`src/verilog/fetch_pkg.sv`:
```
package fetch_pkg;

    localparam int xlen        = 32;
    localparam int queue_depth = 4;
    localparam int queue_ptr_w = 2;

    // states of the request stage
    localparam logic [1:0] st_idle     = 2'd0;
    localparam logic [1:0] st_waiting  = 2'd1;
    localparam logic [1:0] st_decoding = 2'd2;
    localparam logic [1:0] st_stopped  = 2'd3;

    // major opcodes that change control flow
    localparam logic [6:0] op_jal    = 7'b1101111;
    localparam logic [6:0] op_branch = 7'b1100011;
    localparam logic [6:0] op_jalr   = 7'b1100111;

    // compressed encodings, matched as {funct3, op}
    localparam logic [4:0] c_jal  = 5'b001_01;
    localparam logic [4:0] c_j    = 5'b101_01;
    localparam logic [4:0] c_beqz = 5'b110_01;
    localparam logic [4:0] c_bnez = 5'b111_01;
    localparam logic [4:0] c_cr   = 5'b100_10;

    typedef struct packed {
        logic [6:0] funct7;
        logic [4:0] rs2;
        logic [4:0] rs1;
        logic [2:0] funct3;
        logic [4:0] rd;
        logic [6:0] opcode;
    } full_fields_t;

    // body holds bits 12..2, where the compressed immediates are scattered
    typedef struct packed {
        logic [15:0] upper;
        logic [2:0]  funct3;
        logic [10:0] body;
        logic [1:0]  op;
    } comp_fields_t;

    typedef union packed {
        full_fields_t full;
        comp_fields_t c;
    } insn_word_t;

    typedef enum logic [1:0] {seq, jump, branch, indirect} cf_class_t;

    typedef struct packed {
        logic [xlen-1:0] pc;
        insn_word_t      word;
        logic            compressed;
        cf_class_t       cls;
        logic [xlen-1:0] offset;
    } decoded_t;

    typedef struct packed {
        logic [xlen-1:0] pc;
        insn_word_t      word;
        logic            compressed;
    } fetch_entry_t;

endpackage

```
`src/verilog/fetch_request.sv`:
```
`timescale 1ns/10ps

module fetch_request (
    input  logic                       clk,
    input  logic                       rst,
    input  logic                       redirect,
    input  logic [fetch_pkg::xlen-1:0] redirect_pc,
    input  logic                       queue_room,
    input  logic                       pred_valid,
    input  logic [fetch_pkg::xlen-1:0] pred_pc,
    input  logic                       mem_valid,
    input  logic [fetch_pkg::xlen-1:0] mem_data,
    output logic                       mem_req,
    output logic [fetch_pkg::xlen-1:0] mem_addr,
    output logic                       resp_valid,
    output fetch_pkg::insn_word_t      resp_word,
    output logic [fetch_pkg::xlen-1:0] resp_pc
);

    logic [1:0]                 state;
    logic [fetch_pkg::xlen-1:0] fetch_pc;
    logic                       stale;

    // a response is passed on only when it answers the current fetch pc
    assign resp_valid = mem_valid && (state == fetch_pkg::st_waiting) && !stale;
    assign resp_word  = mem_data;
    assign resp_pc    = fetch_pc;
    assign mem_addr   = fetch_pc;

    always_ff @(posedge clk) begin
        if (rst) begin
            state    <= fetch_pkg::st_idle;
            fetch_pc <= '0;
            stale    <= 1'b0;
            mem_req  <= 1'b0;
        end else begin
            mem_req <= 1'b0;
            if (redirect) begin
                fetch_pc <= redirect_pc;
                if ((state == fetch_pkg::st_waiting) && !mem_valid) begin
                    // the old request is still out, so its answer must be swallowed
                    stale <= 1'b1;
                end else begin
                    stale <= 1'b0;
                    state <= fetch_pkg::st_idle;
                end
            end else begin
                case (state)
                    fetch_pkg::st_idle: begin
                        if (queue_room) begin
                            mem_req <= 1'b1;
                            state   <= fetch_pkg::st_waiting;
                        end
                    end
                    fetch_pkg::st_waiting: begin
                        if (mem_valid) begin
                            stale <= 1'b0;
                            state <= stale ? fetch_pkg::st_idle : fetch_pkg::st_decoding;
                        end
                    end
                    fetch_pkg::st_decoding: begin
                        // no prediction means an indirect jump, wait for the back end
                        if (!pred_valid) begin
                            state <= fetch_pkg::st_stopped;
                        end else if (queue_room) begin
                            fetch_pc <= pred_pc;
                            mem_req  <= 1'b1;
                            state    <= fetch_pkg::st_waiting;
                        end else begin
                            fetch_pc <= pred_pc;
                            state    <= fetch_pkg::st_idle;
                        end
                    end
                    default: begin
                        state <= fetch_pkg::st_stopped;
                    end
                endcase
            end
        end
    end

endmodule

```
`src/verilog/fetch_predecode.sv`:
```
`timescale 1ns/10ps

module fetch_predecode (
    input  logic                       clk,
    input  logic                       rst,
    input  logic                       redirect,
    input  logic                       resp_valid,
    input  fetch_pkg::insn_word_t      resp_word,
    input  logic [fetch_pkg::xlen-1:0] resp_pc,
    output logic                       dec_valid,
    output fetch_pkg::decoded_t        dec
);

    fetch_pkg::decoded_t        dec_next;
    logic                       compressed;
    fetch_pkg::cf_class_t       cls;
    logic [fetch_pkg::xlen-1:0] offset;
    logic [fetch_pkg::xlen-1:0] j_imm;
    logic [fetch_pkg::xlen-1:0] b_imm;
    logic [fetch_pkg::xlen-1:0] cj_imm;
    logic [fetch_pkg::xlen-1:0] cb_imm;
    logic [10:0]                body;

    assign body = resp_word.c.body;

    // anything other than 11 in the low bits is a 16 bit instruction
    assign compressed = (resp_word.c.op != 2'b11);

    assign j_imm = {{12{resp_word.full.funct7[6]}},
                    resp_word.full.rs1,
                    resp_word.full.funct3,
                    resp_word.full.rs2[0],
                    resp_word.full.funct7[5:0],
                    resp_word.full.rs2[4:1],
                    1'b0};

    assign b_imm = {{20{resp_word.full.funct7[6]}},
                    resp_word.full.rd[0],
                    resp_word.full.funct7[5:0],
                    resp_word.full.rd[4:1],
                    1'b0};

    // body index k is instruction bit k+2
    assign cj_imm = {{21{body[10]}}, body[6], body[8:7], body[4], body[5],
                     body[0], body[9], body[3:1], 1'b0};

    assign cb_imm = {{24{body[10]}}, body[4:3], body[0], body[9:8], body[2:1], 1'b0};

    always_comb begin
        cls    = fetch_pkg::seq;
        offset = '0;
        if (!compressed) begin
            case (resp_word.full.opcode)
                fetch_pkg::op_jal: begin
                    cls    = fetch_pkg::jump;
                    offset = j_imm;
                end
                fetch_pkg::op_branch: begin
                    cls    = fetch_pkg::branch;
                    offset = b_imm;
                end
                fetch_pkg::op_jalr: begin
                    cls = fetch_pkg::indirect;
                end
                default: begin
                    cls = fetch_pkg::seq;
                end
            endcase
        end else begin
            case ({resp_word.c.funct3, resp_word.c.op})
                fetch_pkg::c_j, fetch_pkg::c_jal: begin
                    cls    = fetch_pkg::jump;
                    offset = cj_imm;
                end
                fetch_pkg::c_beqz, fetch_pkg::c_bnez: begin
                    cls    = fetch_pkg::branch;
                    offset = cb_imm;
                end
                fetch_pkg::c_cr: begin
                    // c.jr and c.jalr have rs2 zero and rs1 non-zero
                    if ((body[4:0] == 5'd0) && (body[9:5] != 5'd0)) begin
                        cls = fetch_pkg::indirect;
                    end
                end
                default: begin
                    cls = fetch_pkg::seq;
                end
            endcase
        end
    end

    assign dec_next.pc         = resp_pc;
    assign dec_next.word       = resp_word;
    assign dec_next.compressed = compressed;
    assign dec_next.cls        = cls;
    assign dec_next.offset     = offset;

    always_ff @(posedge clk) begin
        if (rst) begin
            dec_valid <= 1'b0;
        end else begin
            dec_valid <= resp_valid && !redirect;
        end
    end

    always_ff @(posedge clk) begin
        if (resp_valid) begin
            dec <= dec_next;
        end
    end

endmodule

```
`src/verilog/fetch_predict.sv`:
```
`timescale 1ns/10ps

module fetch_predict (
    input  logic                       dec_valid,
    input  fetch_pkg::decoded_t        dec,
    output logic                       pred_valid,
    output logic [fetch_pkg::xlen-1:0] pred_pc
);

    logic [fetch_pkg::xlen-1:0] seq_pc;
    logic [fetch_pkg::xlen-1:0] target_pc;

    // fall through by the length of the instruction
    assign seq_pc = dec.pc + (dec.compressed ? 32'd2 : 32'd4);

    assign target_pc = dec.pc + dec.offset;

    // every direct branch is predicted taken
    always_comb begin
        pred_valid = dec_valid;
        pred_pc    = seq_pc;
        case (dec.cls)
            fetch_pkg::jump, fetch_pkg::branch: begin
                pred_pc = target_pc;
            end
            fetch_pkg::indirect: begin
                // the target lives in a register, only the back end knows it
                pred_valid = 1'b0;
            end
            default: begin
                pred_pc = seq_pc;
            end
        endcase
    end

endmodule

```
`src/verilog/fetch_queue.sv`:
```
`timescale 1ns/10ps

module fetch_queue (
    input  logic                   clk,
    input  logic                   rst,
    input  logic                   redirect,
    input  logic                   dec_valid,
    input  fetch_pkg::decoded_t    dec,
    input  logic                   iq_full,
    output logic                   queue_room,
    output logic                   issue_valid,
    output fetch_pkg::fetch_entry_t issue_entry
);

    fetch_pkg::fetch_entry_t          entries [fetch_pkg::queue_depth];
    logic [fetch_pkg::queue_ptr_w-1:0] head;
    logic [fetch_pkg::queue_ptr_w-1:0] tail;
    logic [fetch_pkg::queue_ptr_w:0]   count;
    logic                              push;
    logic                              pop;

    assign push = dec_valid;
    assign pop  = issue_valid && !iq_full;

    assign issue_valid = (count != '0);
    assign issue_entry = entries[head];

    // two free slots, one for the instruction already in flight
    assign queue_room = (count <= (fetch_pkg::queue_ptr_w + 1)'(fetch_pkg::queue_depth - 2));

    always_ff @(posedge clk) begin
        if (rst || redirect) begin
            head  <= '0;
            tail  <= '0;
            count <= '0;
        end else begin
            if (push) begin
                tail <= tail + 1'b1;
            end
            if (pop) begin
                head <= head + 1'b1;
            end
            case ({push, pop})
                2'b10: begin
                    count <= count + 1'b1;
                end
                2'b01: begin
                    count <= count - 1'b1;
                end
                default: begin
                    count <= count;
                end
            endcase
        end
    end

    always_ff @(posedge clk) begin
        if (push) begin
            entries[tail] <= '{pc: dec.pc, word: dec.word, compressed: dec.compressed};
        end
    end

endmodule

```
`src/verilog/fetch_top.sv`:
```
`timescale 1ns/10ps

module fetch_top (
    input  logic                       clk,
    input  logic                       rst,
    output logic                       mem_req,
    output logic [fetch_pkg::xlen-1:0] mem_addr,
    input  logic                       mem_valid,
    input  logic [fetch_pkg::xlen-1:0] mem_data,
    input  logic                       redirect,
    input  logic [fetch_pkg::xlen-1:0] redirect_pc,
    output logic                       issue_valid,
    output fetch_pkg::fetch_entry_t    issue_entry,
    input  logic                       iq_full
);

    logic                       resp_valid;
    fetch_pkg::insn_word_t      resp_word;
    logic [fetch_pkg::xlen-1:0] resp_pc;
    logic                       dec_valid;
    fetch_pkg::decoded_t        dec;
    logic                       pred_valid;
    logic [fetch_pkg::xlen-1:0] pred_pc;
    logic                       queue_room;

    fetch_request i_request (
        .clk         (clk),
        .rst         (rst),
        .redirect    (redirect),
        .redirect_pc (redirect_pc),
        .queue_room  (queue_room),
        .pred_valid  (pred_valid),
        .pred_pc     (pred_pc),
        .mem_valid   (mem_valid),
        .mem_data    (mem_data),
        .mem_req     (mem_req),
        .mem_addr    (mem_addr),
        .resp_valid  (resp_valid),
        .resp_word   (resp_word),
        .resp_pc     (resp_pc)
    );

    fetch_predecode i_predecode (
        .clk        (clk),
        .rst        (rst),
        .redirect   (redirect),
        .resp_valid (resp_valid),
        .resp_word  (resp_word),
        .resp_pc    (resp_pc),
        .dec_valid  (dec_valid),
        .dec        (dec)
    );

    fetch_predict i_predict (
        .dec_valid  (dec_valid),
        .dec        (dec),
        .pred_valid (pred_valid),
        .pred_pc    (pred_pc)
    );

    fetch_queue i_queue (
        .clk         (clk),
        .rst         (rst),
        .redirect    (redirect),
        .dec_valid   (dec_valid),
        .dec         (dec),
        .iq_full     (iq_full),
        .queue_room  (queue_room),
        .issue_valid (issue_valid),
        .issue_entry (issue_entry)
    );

endmodule

```
`config.mk`:
```
export PLATFORM = sky130hd
export DESIGN_NAME = fetch_top
export DESIGN_NICKNAME = d
export VERILOG_FILES = /design/src/verilog/fetch_pkg.sv /design/src/verilog/fetch_request.sv /design/src/verilog/fetch_predecode.sv /design/src/verilog/fetch_predict.sv /design/src/verilog/fetch_queue.sv /design/src/verilog/fetch_top.sv
export SDC_FILE = /design/constraint.sdc
export NUM_CORES = 1
export LEC_CHECK = 0
export BUFFER_PORTS_ARGS = -buffer_cell sky130_fd_sc_hd__buf_2
export CORE_ASPECT_RATIO = 0.5
export CORE_MARGIN = 4
export CORE_UTILIZATION = 29
export CTS_CLUSTER_SIZE = 24
export DETAILED_ROUTE_END_ITERATION = 8
export HOLD_SLACK_MARGIN = 0.05
export PLACE_DENSITY_LB_ADDON = 0.2
export SYNTH_ARGS = -nofsm -noshare
export SYNTH_HDL_FRONTEND = slang
export SYNTH_SLANG_ARGS = --single-unit
export TNS_END_PERCENT = 1
```
`constraint.sdc`:
```
create_clock -name clk -period 6.5 [get_ports clk]
set_input_delay 0.325 -clock clk [delete_from_list [all_inputs] [get_ports clk]]
set_output_delay 0.325 -clock clk [all_outputs]
set_load 0.01 [all_outputs]
```
* Yosys cells after proc, flatten, opt, wreduce, memory -nomap -nowiden *
Memories as Yosys holds them, arrays and structs flattened. A register that Yosys moved wholly into a read port is not among the register bits.
Cells that the tools add are included.

word-level totals
  bits of input ports = 69
  register bits = 143
  output and inout port bits = 99
  memories kept = 1
  RAM bits = 260
  word-level logic and storage cells = 100

memory list
  name             depth  width  rd ports  clocked after memory_dff  wr ports  line               text
  i_queue.entries  4      65     1         1                         1         fetch_queue.sv:15  fetch_pkg::fetch_entry_t entries [fetch_pkg::queue_depth];

cells by class
  add/subtract/negate cells = 6
  magnitude comparators = 1
  mux-type cells = 33
  reduce and logical (&&, ||, !) cells = 27
  equality and inequality tests = 19

operators with widths
  kind                                                             count
  two-way mux 32 bit                                               5
  case mux 32 bit (2 select lines)                                 2
  adder 32 bit                                                     2
  equality test 7 bit (second input constant)                      3
  equality test 5 bit (second input constant)                      4
  two-way mux 2 bit                                                10
  case mux 2 bit (3 select lines)                                  3
  two-way mux 1 bit                                                10
  nonzero test 2 bit                                               5
  equality test 2 bit (second input constant)                      4
  OR reduction 2 bit                                               4
  equality test 2 x 1 -> 1 bit (second input constant)             3
  logical AND 1 bit                                                6
  case mux 3 bit (2 select lines)                                  1
  equality test 5 x 3 -> 1 bit (second input constant)             1
  zero test 5 bit                                                  1
  nonzero test 5 bit                                               1
  adder 2 x 1 -> 2 bit (second input constant)                     2
  zero test 1 bit                                                  4
  != test 2 bit (second input constant)                            2
  AND reduction 2 bit                                              2
  adder 3 x 1 -> 3 bit (second input constant)                     1
  less-or-equal comparator 3 x 2 -> 1 bit (second input constant)  1
  two-way mux 3 bit                                                1
  8 further kinds                                                  8

* Longest topological paths before layout *
Gate-level depths: netlist (run 1).

  depth after elaboration = 6
  depth in mapped cells = 13
  mapped depth without buffers = 12

* Hierarchy *
Synthesis (run 1) repeated with hierarchy kept, for this count alone.

unflattened totals
  cells, all modules = 1089
  area, all modules = 17663.2 um^2

by module, submodules not included
  module           cells each  area an instance (um^2)  times used
  fetch_queue      391         9882.0                   1
  fetch_predecode  189         3286.9                   1
  fetch_request    268         2712.6                   1
  fetch_predict    241         1781.7                   1

* Worst setup path after synthesis (run 1) *
No wires, ideal clock.

  path type = register to register
  start = reg, netlist name i_predecode.dec[32]
  end = reg i_request.fetch_pc (netlist bit i_request.mem_addr[25])
  stages on the path, launching flop included = 14
  path slack = 3.092 ns
  arrival time = 3.319 ns
  period minus slack after synthesis = 3.408 ns
  path buffers = 1
  data required time = 6.412 ns
  path through = edfxtp_1 ha_1 clkbuf_1 mux2_2 ha_1 fa_1 a211oi_2 o211ai_2 nand4_2 a31oi_1 o21ai_2 mux2i_1 or3_1 a311oi_2

on the way
  cells in the longest elaborated chain, start to end = 6
  elaborated cells on any way between the ends = 11

ends and longest elaborated chain
  element                                                              line                 text
  equality test 2 x 1 -> 1 bit or equality test 2 bit (tied branches)  fetch_predict.sv:22  case (dec.cls)
  OR reduction 2 bit                                                   fetch_predict.sv:22
  two-way mux 32 bit                                                   fetch_predict.sv:22
  two-way mux 32 bit                                                   fetch_request.sv:63  if (!pred_valid) begin
  two-way mux 32 bit                                                   fetch_request.sv:48  case (state)
  two-way mux 32 bit                                                   fetch_request.sv:38  if (redirect) begin
  end signal, assigned                                                 fetch_request.sv:39  fetch_pc <= redirect_pc;
  end signal, assigned                                                 fetch_request.sv:66  fetch_pc <= pred_pc;
  end signal, assigned                                                 fetch_request.sv:70  fetch_pc <= pred_pc;
  end, declared                                                        fetch_request.sv:21  logic [fetch_pkg::xlen-1:0] fetch_pc;

Several ways; a longest one is shown, not always the timed one. The select of a mux whose other input is x is not followed.
A chain may end at the register's enable or synchronous reset.

* Final worst setup path (run 1) *
  start = reg, netlist name i_predecode.dec[32]
  end = reg i_request.fetch_pc (netlist bit i_request.mem_addr[25])

on the way
  cells in the longest elaborated chain, start to end = 6
  elaborated cells on any way between the ends = 11

ends and longest elaborated chain
  element                                                              line
  equality test 2 x 1 -> 1 bit or equality test 2 bit (tied branches)  fetch_predict.sv:22
  OR reduction 2 bit                                                   fetch_predict.sv:22
  two-way mux 32 bit                                                   fetch_predict.sv:22
  two-way mux 32 bit                                                   fetch_request.sv:63
  two-way mux 32 bit                                                   fetch_request.sv:48
  two-way mux 32 bit                                                   fetch_request.sv:38

Several ways; a longest one is shown, not always the timed one. The select of a mux whose other input is x is not followed.

==> results_dict.tcl, run 1 <==
set metrics [dict create \
    syn_inst 994 \
    dieArea_mm2 0.0595 \
    min_from "mem_data[1]" \
    async_flop_share_pct 0 \
    numCtsBuffers 40 \
    cp_cell_sequence "ha_1 > mux2_2 > ha_1 > fa_1 > a211oi_2 > o211ai_2 > nand4_2 > a31oi_1 > o21ai_2 > mux2i_1 > or3_1 > a311oi_2" \
    yosys_warnings 0 \
    vdd_drop_max_mv 0.195 \
    slew_headroom_pct 24.2 \
    finalCritPeriodShare_pct 59.3 \
    clkSlewWorstSetupHoldPaths_ns 0.06 \
    cp.arrival_ns 4.29 \
    tns_ns 0 \
    dr.pass1.iters 5 \
    avgSynthCellArea_um2 16.2 \
    synth_top_cell_by_area "edfxtp_1" \
    worst_pin_slew_ns 1.14 \
    drcViolationCount 0 \
    rsz0062_at_grt "false" \
    grt_pass1_vias 10300 \
    crit_fanout 21 \
    grt_start_max_net_pins 66 \
    cts_sinks 393 \
    cp-start-kind "flop" \
    comb_power_share_pct 5.8 \
    cts_root_buffer "clkbuf_16" \
    rr_startpoint "i_predecode.dec[32]" \
    critPathBufInv 0 \
    vias 9551 \
    insertion_delay_ns 0.54 \
    grt_usage_pct 13.7 \
    hpwlAfterDp_mm 27.0 \
    min_period_ns 3.86 \
    syn_nets 1090 \
    dp_cells 1874 \
    grt_pass1_wl_mm 62.3 \
    pwr-share-clk_pct 42.5 \
    layout.nets 1316 \
    p_switching_w 0.00118 \
    ios 168 \
    crit_required_ns 6.94 \
    drive_gt1_share_pct 26.4 \
    gp_congestion 0.811 \
    hold_ws_ns 0.0768 \
    power_w 0.00544 \
    skew_ns 0.0147 \
    p_int_w 0.00426 \
    final_cells 1993 \
    drt_wl_total_mm 41.2 \
    crit_type "reg -> reg" \
    hold_class "in -> reg" \
    diodes 0 \
    crit_start "i_predecode.dec[32]" \
    first_iter_violations 573 \
    hold_viol_final 0 \
    htreeDepth 2 \
    path_delay_family "adder cells" \
    die_y_um 174 \
    crit_top_cell "ha_1" \
    start_util_pct 29.6 \
    yosysSeqAreaShare_pct 70.6 \
    setup_violations 0 \
    coreArea_mm2 0.0543 \
    ant_nets 0 \
    ys_top_cells_by_count "edfxtp_1 (347), a21oi_1 (76), nand2_1 (69)" \
    drv_slew 0 \
    synth_ff_type "edfxtp_1" \
    rows 60 \
    ys_ff_latch 393 \
    cts_buffer_depth 3 \
    synth.top_cell.area_share_pct 64.8 \
    layout-area-overhead-vs-synth_pct 21.7 \
    leakagePower_nw 6.79 \
    grt_antenna_before_repair 2 \
    via_per_inst 4.79 \
    netlist_area_mm2 0.0161 \
    sw_frac_of_total_pct 21.7 \
    max_cap_violations 0 \
    cellPowerDensity_mw_per_mm2 278 \
    overflow 0 \
    synth_edf_count 347 \
    yosys-top-cells-area "edfxtp_1 (65%), mux4_2 (9.1%), dfxtp_1 (5.7%), a21oi_1 (2.4%), ha_1 (1.9%)" \
    fin_util_pct 36.0 \
    crit_path_top_delay_cell "ha_1" \
    yosysMostFrequentCell "edfxtp_1" \
    status "finished, final reports clean" \
    worstSetupEndpointType "flop" \
    chipWidth_um 341 \
    power_frac_seq_pct 51.8 \
    yosysUniqueCellTypes 67 \
    cts_tree "yes" \
    fmax_mhz 259 \
    io_buffers 167 \
    slowest_delay_ns 0.60 \
    wl_per_cell_um 20.7 \
]
==> flip-flops by register name (all words and copies together), names as in the netlist, named ones only <==
| signal | count |
|---|---|
| i_queue.count | 3 |
| i_queue.tail | 2 |
| i_request.stale | 1 |
| i_request.mem_req | 1 |
| i_request.state | 2 |
| i_queue.head | 2 |
| i_queue.entries | 260 |
| i_predecode.dec | 87 |
| i_predecode.dec_valid | 1 |
| i_request.mem_addr | 32 |
==> cell families (layout without fill, tap and decap cells) <==
family                     count (synthesis)  in the layout  synth area share [%]
AOI/OAI and AO/OA                        188            188                  7.54
DFF                                      393            393                  70.6
and+or+nand+nor                          224            224                  6.98
muxes                                     73             73                  9.62
adders and majority gates                 27             27                  2.20
xor gates and xnor gates                  29             29                  1.58
buffers and inverters                     60            315                  1.51
==> power by group through the flow <==
stage	combinational [W]	sequential, W	clock (W)
floorplan	0.000176	0.00286	0
CTS	0.000318	0.00282	0.00237
global placement	0.000290	0.00287	0
global route	0.000345	0.00282	0.00248
finish	0.000314	0.00282	0.00231
detailed placement	0.000292	0.00287	0
==> per-layer routing <==
| metal | up-vias | track usage (%) | part of all wire (%) |
|---|---|---|---|
| li1 | 4352 | - | - |
| met4 | 4 | 3.75 | 2.4 |
| met3 | 68 | 2.29 | 4.1 |
| met5 | - | 0 | 0.034 |
| met1 | 4890 | 16.6 | 40 |
| met2 | 237 | 25.2 | 53 |
==> layout make-up <==
cell class / count / area, µm²
clock buffer: 50 / 1090
clock inverter: 21 / 219
fill: 5127 / 34700
inverter: 18 / 67.6
multi-input combinational: 541 / 4500
sequential: 393 / 11300
tap: 744 / 931
timing repair buffer: 226 / 1400
==> metrics by stage <==
step	setup WS (ns)	cell area [µm²]
after CTS	2.59	19600
after global placement	2.73	17800
after global routing	2.28	19600
final	2.64	19600
after floorplan	3.09	16100
after detailed placement	2.62	17800
==> cell usage in the layout (no fill, tap or decap), drive strengths merged, types with 13 or more instances in the layout <==
cell type and n:
o21ai 35, nor2 49, clkbuf 50, buf 178, and3 17, mux4 65, edfxtp 347, nand2 69
dlygate4sd3 48, xor2 13, inv 22, a21o 17, and2 26, nand3 16, ha 25, xnor2 16
a21oi 78, clkinv 13, dfxtp 46
==> what timing repair did <==
action	CTS	global route
resized for setup	0	0
buffers inserted	0	0
hold endpoints to repair	48	0
hold buffers	48	0
==> worst reg2reg max path: stages (launching register included) <==
cell      delay (ns)
edfxtp_1        0.37
ha_1            0.60
mux2_2          0.40
ha_1            0.21
fa_1            0.44
a211oi_2        0.30
o211ai_2        0.13
nand4_2         0.17
a31oi_1         0.15
o21ai_2         0.32
mux2i_1         0.14
or3_1           0.33
a311oi_2        0.20
==> final timing paths <==
path | end | slack (ns) | cells past startpoint
worst min register to register | i_predecode.dec[72] | 0.46 | 0
worst max register to register | i_request.mem_addr[25] | 2.64 | 12
worst max-delay path | i_request.mem_addr[25] | 2.64 | 12
worst min-delay path | i_predecode.dec[36] | 0.08 | 1
(Power assumes the default switching activity.)
==> run 2: changes to the inputs <==
Settings changed: ABC_AREA from default to 1.
Clock period 6.5 ns to 3.7 ns, I/O delays scaled along.
==> results_dict.tcl, run 2 <==
set metrics [dict create \
    status "finished, final reports clean" \
    syn_nets 1631 \
    p_switching_w 0.00209 \
    cts_sinks 393 \
    die_y_um 178 \
    crit_fanout 32 \
    drcViolationCount 0 \
    coreArea_mm2 0.0573 \
    skew_ns 0.0260 \
    insertion_delay_ns 0.56 \
    hold_class "in -> reg" \
    layout-area-overhead-vs-synth_pct 22.0 \
    clkSlewWorstSetupHoldPaths_ns 0.06 \
    min_period_ns 3.00 \
    vdd_drop_max_mv 0.218 \
    setup_ws_ns 0.704 \
    largest_reg_flops 260 \
    grt_start_max_net_pins 71 \
    post-cts-setup-buffers 0 \
    numCtsBuffers 40 \
    wl_per_cell_um 18.8 \
    syn_inst 1535 \
    yosysUniqueCellTypes 40 \
    reg2regPathDepth 15 \
    start_util_pct 29.3 \
    first_iter_violations 869 \
    mostFrequentLayoutCells "edfxtp_1 (347), nand2_1 (283), nor2_1 (198), buf_2 (167), o21ai_0 (151)" \
    leakagePower_nw 7.85 \
    drive_gt1_share_pct 15.0 \
    yosys-top-cells-area "edfxtp_1 (62%), nand2_1 (6.3%), dfxtp_1 (5.5%), o21ai_0 (4.5%), nor2_1 (4.4%)" \
    netlist_area_mm2 0.0168 \
    final_cells 2569 \
    dieArea_mm2 0.0620 \
    crit_type "reg -> reg" \
    avgSynthCellArea_um2 10.9 \
    slew_headroom_pct 33.8 \
    pwr-share-clk_pct 40.7 \
    ys_ff_latch 393 \
    dp_cells 2431 \
    vias 12000 \
    hold_viol_final 0 \
    overflow 0 \
    cts_tree "yes" \
    fin_util_pct 35.7 \
    worst_pin_slew_ns 0.992 \
    grt_pass1_wl_mm 71.8 \
    power_frac_seq_pct 53.2 \
    cts_root_buffer "clkbuf_16" \
    synth_ff_type "edfxtp_1" \
    sw_frac_of_total_pct 22.5 \
    fmax_mhz 334 \
    tns_ns 0 \
    final_common_cell "edfxtp_1" \
    ios 168 \
    synth_top_cell_by_area "edfxtp_1" \
    max_cap_violations 0 \
    via_per_inst 4.66 \
    worstSetupEndpointType "flop" \
    yosysSeqAreaShare_pct 67.6 \
    ys_top_cells_by_count "edfxtp_1 (347), nand2_1 (283), nor2_1 (198)" \
    chipWidth_um 348 \
    gp_congestion 0.879 \
    cp-start-kind "flop" \
    yosys_warnings 0 \
    place_ws_ns 0.751 \
    grt_pass1_vias 11600 \
    yosysMostFrequentCell "edfxtp_1" \
    drt_wl_total_mm 48.3 \
    io_buffers 167 \
    crit_required_ns 4.10 \
    layout.nets 1867 \
    rows 62 \
    synth_edf_count 347 \
    finalCritPeriodShare_pct 81.0 \
    cp.arrival_ns 3.39 \
    holdPathStages 5 \
    grt_usage_pct 15.3 \
    hpwlAfterDp_mm 32.1 \
    rsz0062_at_grt "false" \
    async_flop_share_pct 0 \
    nFillCells 5667 \
    setup_violations 0 \
    htreeDepth 2 \
    cellPowerDensity_mw_per_mm2 454 \
    drv_slew 0 \
    ant_nets 0 \
    synth.top_cell.area_share_pct 62.1 \
    top_register "i_queue.entries" \
    comb_power_share_pct 6.1 \
    p_int_w 0.00720 \
    cts_buffer_depth 3 \
    dr.pass1.iters 5 \
    grt_antenna_before_repair 1 \
]
-- run 2: worst max-delay path: stages (launching register included) --
cell	delay (ns)
edfxtp_1	0.37
ha_1	0.32
buf_4	0.25
nand2_1	0.10
nand2_1	0.07
ha_1	0.22
fa_1	0.45
nand3_1	0.11
nand3_1	0.14
nand2_1	0.10
nand2_1	0.08
nand2_1	0.07
nand2_1	0.11
or2_2	0.29
nand3_1	0.08
a31oi_1	0.07
-- run 2: area by class of cell --
class | instances | area, µm² | share of cell area (%)
antenna | 3 | 7.51 | 0.0367
tap | 768 | 961 | 4.69
sequential | 393 | 11300 | 55.4
inverter | 137 | 515 | 2.52
timing repair buffer | 255 | 1750 | 8.54
clock buffer | 52 | 1070 | 5.21
multi-input combinational | 944 | 4690 | 22.9
clock inverter | 17 | 143 | 0.697
-- run 2: cells by family after synthesis --
| kind of cell | share of synthesized area (%) |
|---|---|
| flops | 67.6 |
| buf+inv | 4.56 |
| compound gates | 10.5 |
| xor+xnor | 0.992 |
| simple gates | 14.3 |
| fa+ha+maj | 2.10 |
-- run 2: per-layer routing --
metal / track usage [%] / routed length [µm]
met1: 20.4 / 21700
met2: 25.9 / 23200
met3: 2.83 / 2470
met4: 3.56 / 1010
met5: 0 / 0
-- run 2: repair_timing --
action / CTS / global route
endpoints found under the setup margin: 0 / 0
hold buffers: 66 / 0
resized for setup: 0 / 0
hold endpoints to repair: 82 / 0
-- run 2: path summary, 6_finish.rpt --
check / startpoint / to / slack [ns]
setup / recovery: i_predecode.dec[32] / i_request.mem_addr[17] / 0.70
setup reg to reg: i_predecode.dec[32] / i_request.mem_addr[17] / 0.70
hold reg to reg: i_request.mem_addr[27] / i_predecode.dec[94] / 0.46
hold / removal: redirect / i_request.mem_addr[25] / 0.21
-- run 2: through the flow --
stage          power [W]  instance area [µm²]  hold WS (ns)
2_1_floorplan    0.00531                16800         0.284
3_3_place_gp     0.00555                18600         0.381
3_5_place_dp     0.00555                18600         0.383
4_1_cts          0.00938                20500         0.198
5_1_grt          0.00963                20500         0.233
6_report         0.00929                20500         0.206
-- run 2: power groups by stage --
stage	logic (W)	registers (W)	clock network, W
global placement	0.000514	0.00504	0
floorplan	0.000295	0.00502	0
CTS	0.000570	0.00494	0.00387
global route	0.000628	0.00495	0.00405
detailed placement	0.000511	0.00504	0
finish	0.000565	0.00494	0.00379
==> run 3: changes to the inputs <==
Clock period 3.7 ns to 2.9 ns, I/O delays scaled along.
==> results_dict.tcl, run 3 (same netlist as run 2, synthesis figures left out) <==
set metrics [dict create \
    status "finished, final reports clean" \
    gp_congestion 0.890 \
    drcViolationCount 0 \
    grt_antenna_before_repair 0 \
    cts_tree "yes" \
    regArea_mm2 0.0113 \
    dr_wl_met3_mm 2.43 \
    layout.nets 1869 \
    dp_cells 2433 \
    htreeDepth 2 \
    setup_ws_ns 0.255 \
    via_per_inst 4.69 \
    grt_pass1_wl_mm 72.2 \
    rr_startpoint "i_predecode.dec[32]" \
    hold_viol_final 0 \
    io_buffers 167 \
    slew_headroom_pct 36.5 \
    cp-start-kind "flop" \
    die_y_um 178 \
    crit_start "i_predecode.dec[32]" \
    diodes 0 \
    post-cts-setup-buffers 0 \
    fmax_mhz 378 \
    design_area_mm2 0.0205 \
    clkSlewWorstSetupHoldPaths_ns 0.07 \
    top_layer "met4" \
    largest_reg_flops 260 \
    rsz0062_at_grt "false" \
    skew_ns 0.0128 \
    worst_pin_slew_ns 0.952 \
    vdd_drop_max_mv 0.279 \
    grt_pass1_vias 11700 \
    hold_class "in -> reg" \
    cts_root_buffer "clkbuf_16" \
    place_ws_ns 0.143 \
    overflow 0 \
    worstSetupEndpointType "flop" \
    insertion_delay_ns 0.55 \
    ios 168 \
    rows 62 \
    fin_util_pct 35.8 \
    setup_violations 0 \
    ant_nets 0 \
    coreArea_mm2 0.0573 \
    drt_wl_total_mm 48.4 \
    min_period_ns 2.65 \
    tns_ns 0 \
    drive_gt1_share_pct 15.6 \
    met2_length_mm 23.3 \
    numCtsBuffers 40 \
    drv_slew 0 \
    grt_usage_pct 15.3 \
    grt_start_max_net_pins 131 \
    finalCritPeriodShare_pct 91.2 \
    wl_per_cell_um 18.8 \
    crit_required_ns 3.37 \
    hpwlAfterDp_mm 31.6 \
    crit_fanout 19 \
    leakagePower_nw 7.88 \
    chipWidth_um 348 \
    first_iter_violations 901 \
    top_register "i_queue.entries" \
    cts_buffer_depth 3 \
    dr.pass1.iters 5 \
    start_util_pct 29.3 \
    cts_sinks 393 \
    dpl_cell_area_mm2 0.0186 \
    cellPowerDensity_mw_per_mm2 577 \
    met1Wirelength_mm 21.7 \
    final_cells 2568 \
    mostFrequentLayoutCells "edfxtp_1 (347), nand2_1 (282), nor2_1 (198), buf_2 (167), o21ai_0 (151)" \
    cp.arrival_ns 3.11 \
    dieArea_mm2 0.0620 \
    crit_type "reg -> reg" \
    vias 12000 \
    min_from "redirect" \
    multi_input_area_mm2 0.00471 \
    nFillCells 5702 \
    max_cap_violations 0 \
    layout-area-overhead-vs-synth_pct 22.3 \
    final_common_cell "edfxtp_1" \
]
==> run 3: timing repair <==
| item | 4_1_cts | 5_1_grt |
|---|---|---|
| hold endpoints to repair | 86 | 0 |
| gates resized for setup | 0 | 4 |
| endpoints found under the setup margin | 0 | 9 |
| hold buffers | 66 | 0 |
==> run 3: through the flow <==
step	total power, W	hold slack, ns
CTS	0.0120	0.167
detailed placement	0.00708	0.340
global route	0.0123	0.212
finish	0.0118	0.158
global placement	0.00709	0.340
floorplan	0.00678	0.244
==> run 3: final timing paths <==
check | to | slack [ns] | cells after the start
worst max-delay path | i_request.mem_addr[29] | 0.25 | 17
worst min-delay path | i_request.mem_addr[25] | 0.16 | 5
worst max register to register | i_request.mem_addr[29] | 0.25 | 17
worst min register to register | i_predecode.dec[68] | 0.45 | 0
==> run 3: routing by layer <==
layer / GRT usage (%) / vias to the layer above
met5: 0 / -
met4: 3.72 / 0
met3: 2.58 / 57
met2: 26.1 / 249
met1: 20.5 / 5883
li1: - / 5851
==> run 3: area by class of cell <==
type | instances | share of cell area [%]
Tap cell | 768 | 4.68
Clock buffer | 51 | 5.13
Sequential cell | 393 | 55.3
Clock inverter | 18 | 0.695
Timing Repair Buffer | 257 | 8.78
Multi-Input combinational cell | 944 | 22.9
Inverter | 137 | 2.51
==> run 3: report_power, final <==
| part | total [W] | leakage (nW) | switching (W) | internal (W) |
|---|---|---|---|---|
| logic | 0.000725 | 3.78 | 0.000448 | 0.000278 |
| clock network | 0.00481 | 0.569 | 0.00214 | 0.00267 |
| registers | 0.00631 | 3.52 | 0.0000850 | 0.00622 |
| total | 0.0118 | 7.88 | 0.00267 | 0.00917 |
==> run 3: critical path, cell delays in order (launching register included) <==
cell and delay, ns:
edfxtp_1 0.42, ha_4 0.27, buf_12 0.15, nand2_1 0.06, nand2_1 0.06, ha_1 0.20, fa_1 0.39, nand3_1 0.11
nand3_2 0.11, nand3_1 0.09, nand3_1 0.09, nand2_1 0.08, nand2_1 0.14, nand2_1 0.12, nand2_1 0.05, nand2_1 0.05
nand3_1 0.06, a21oi_1 0.12
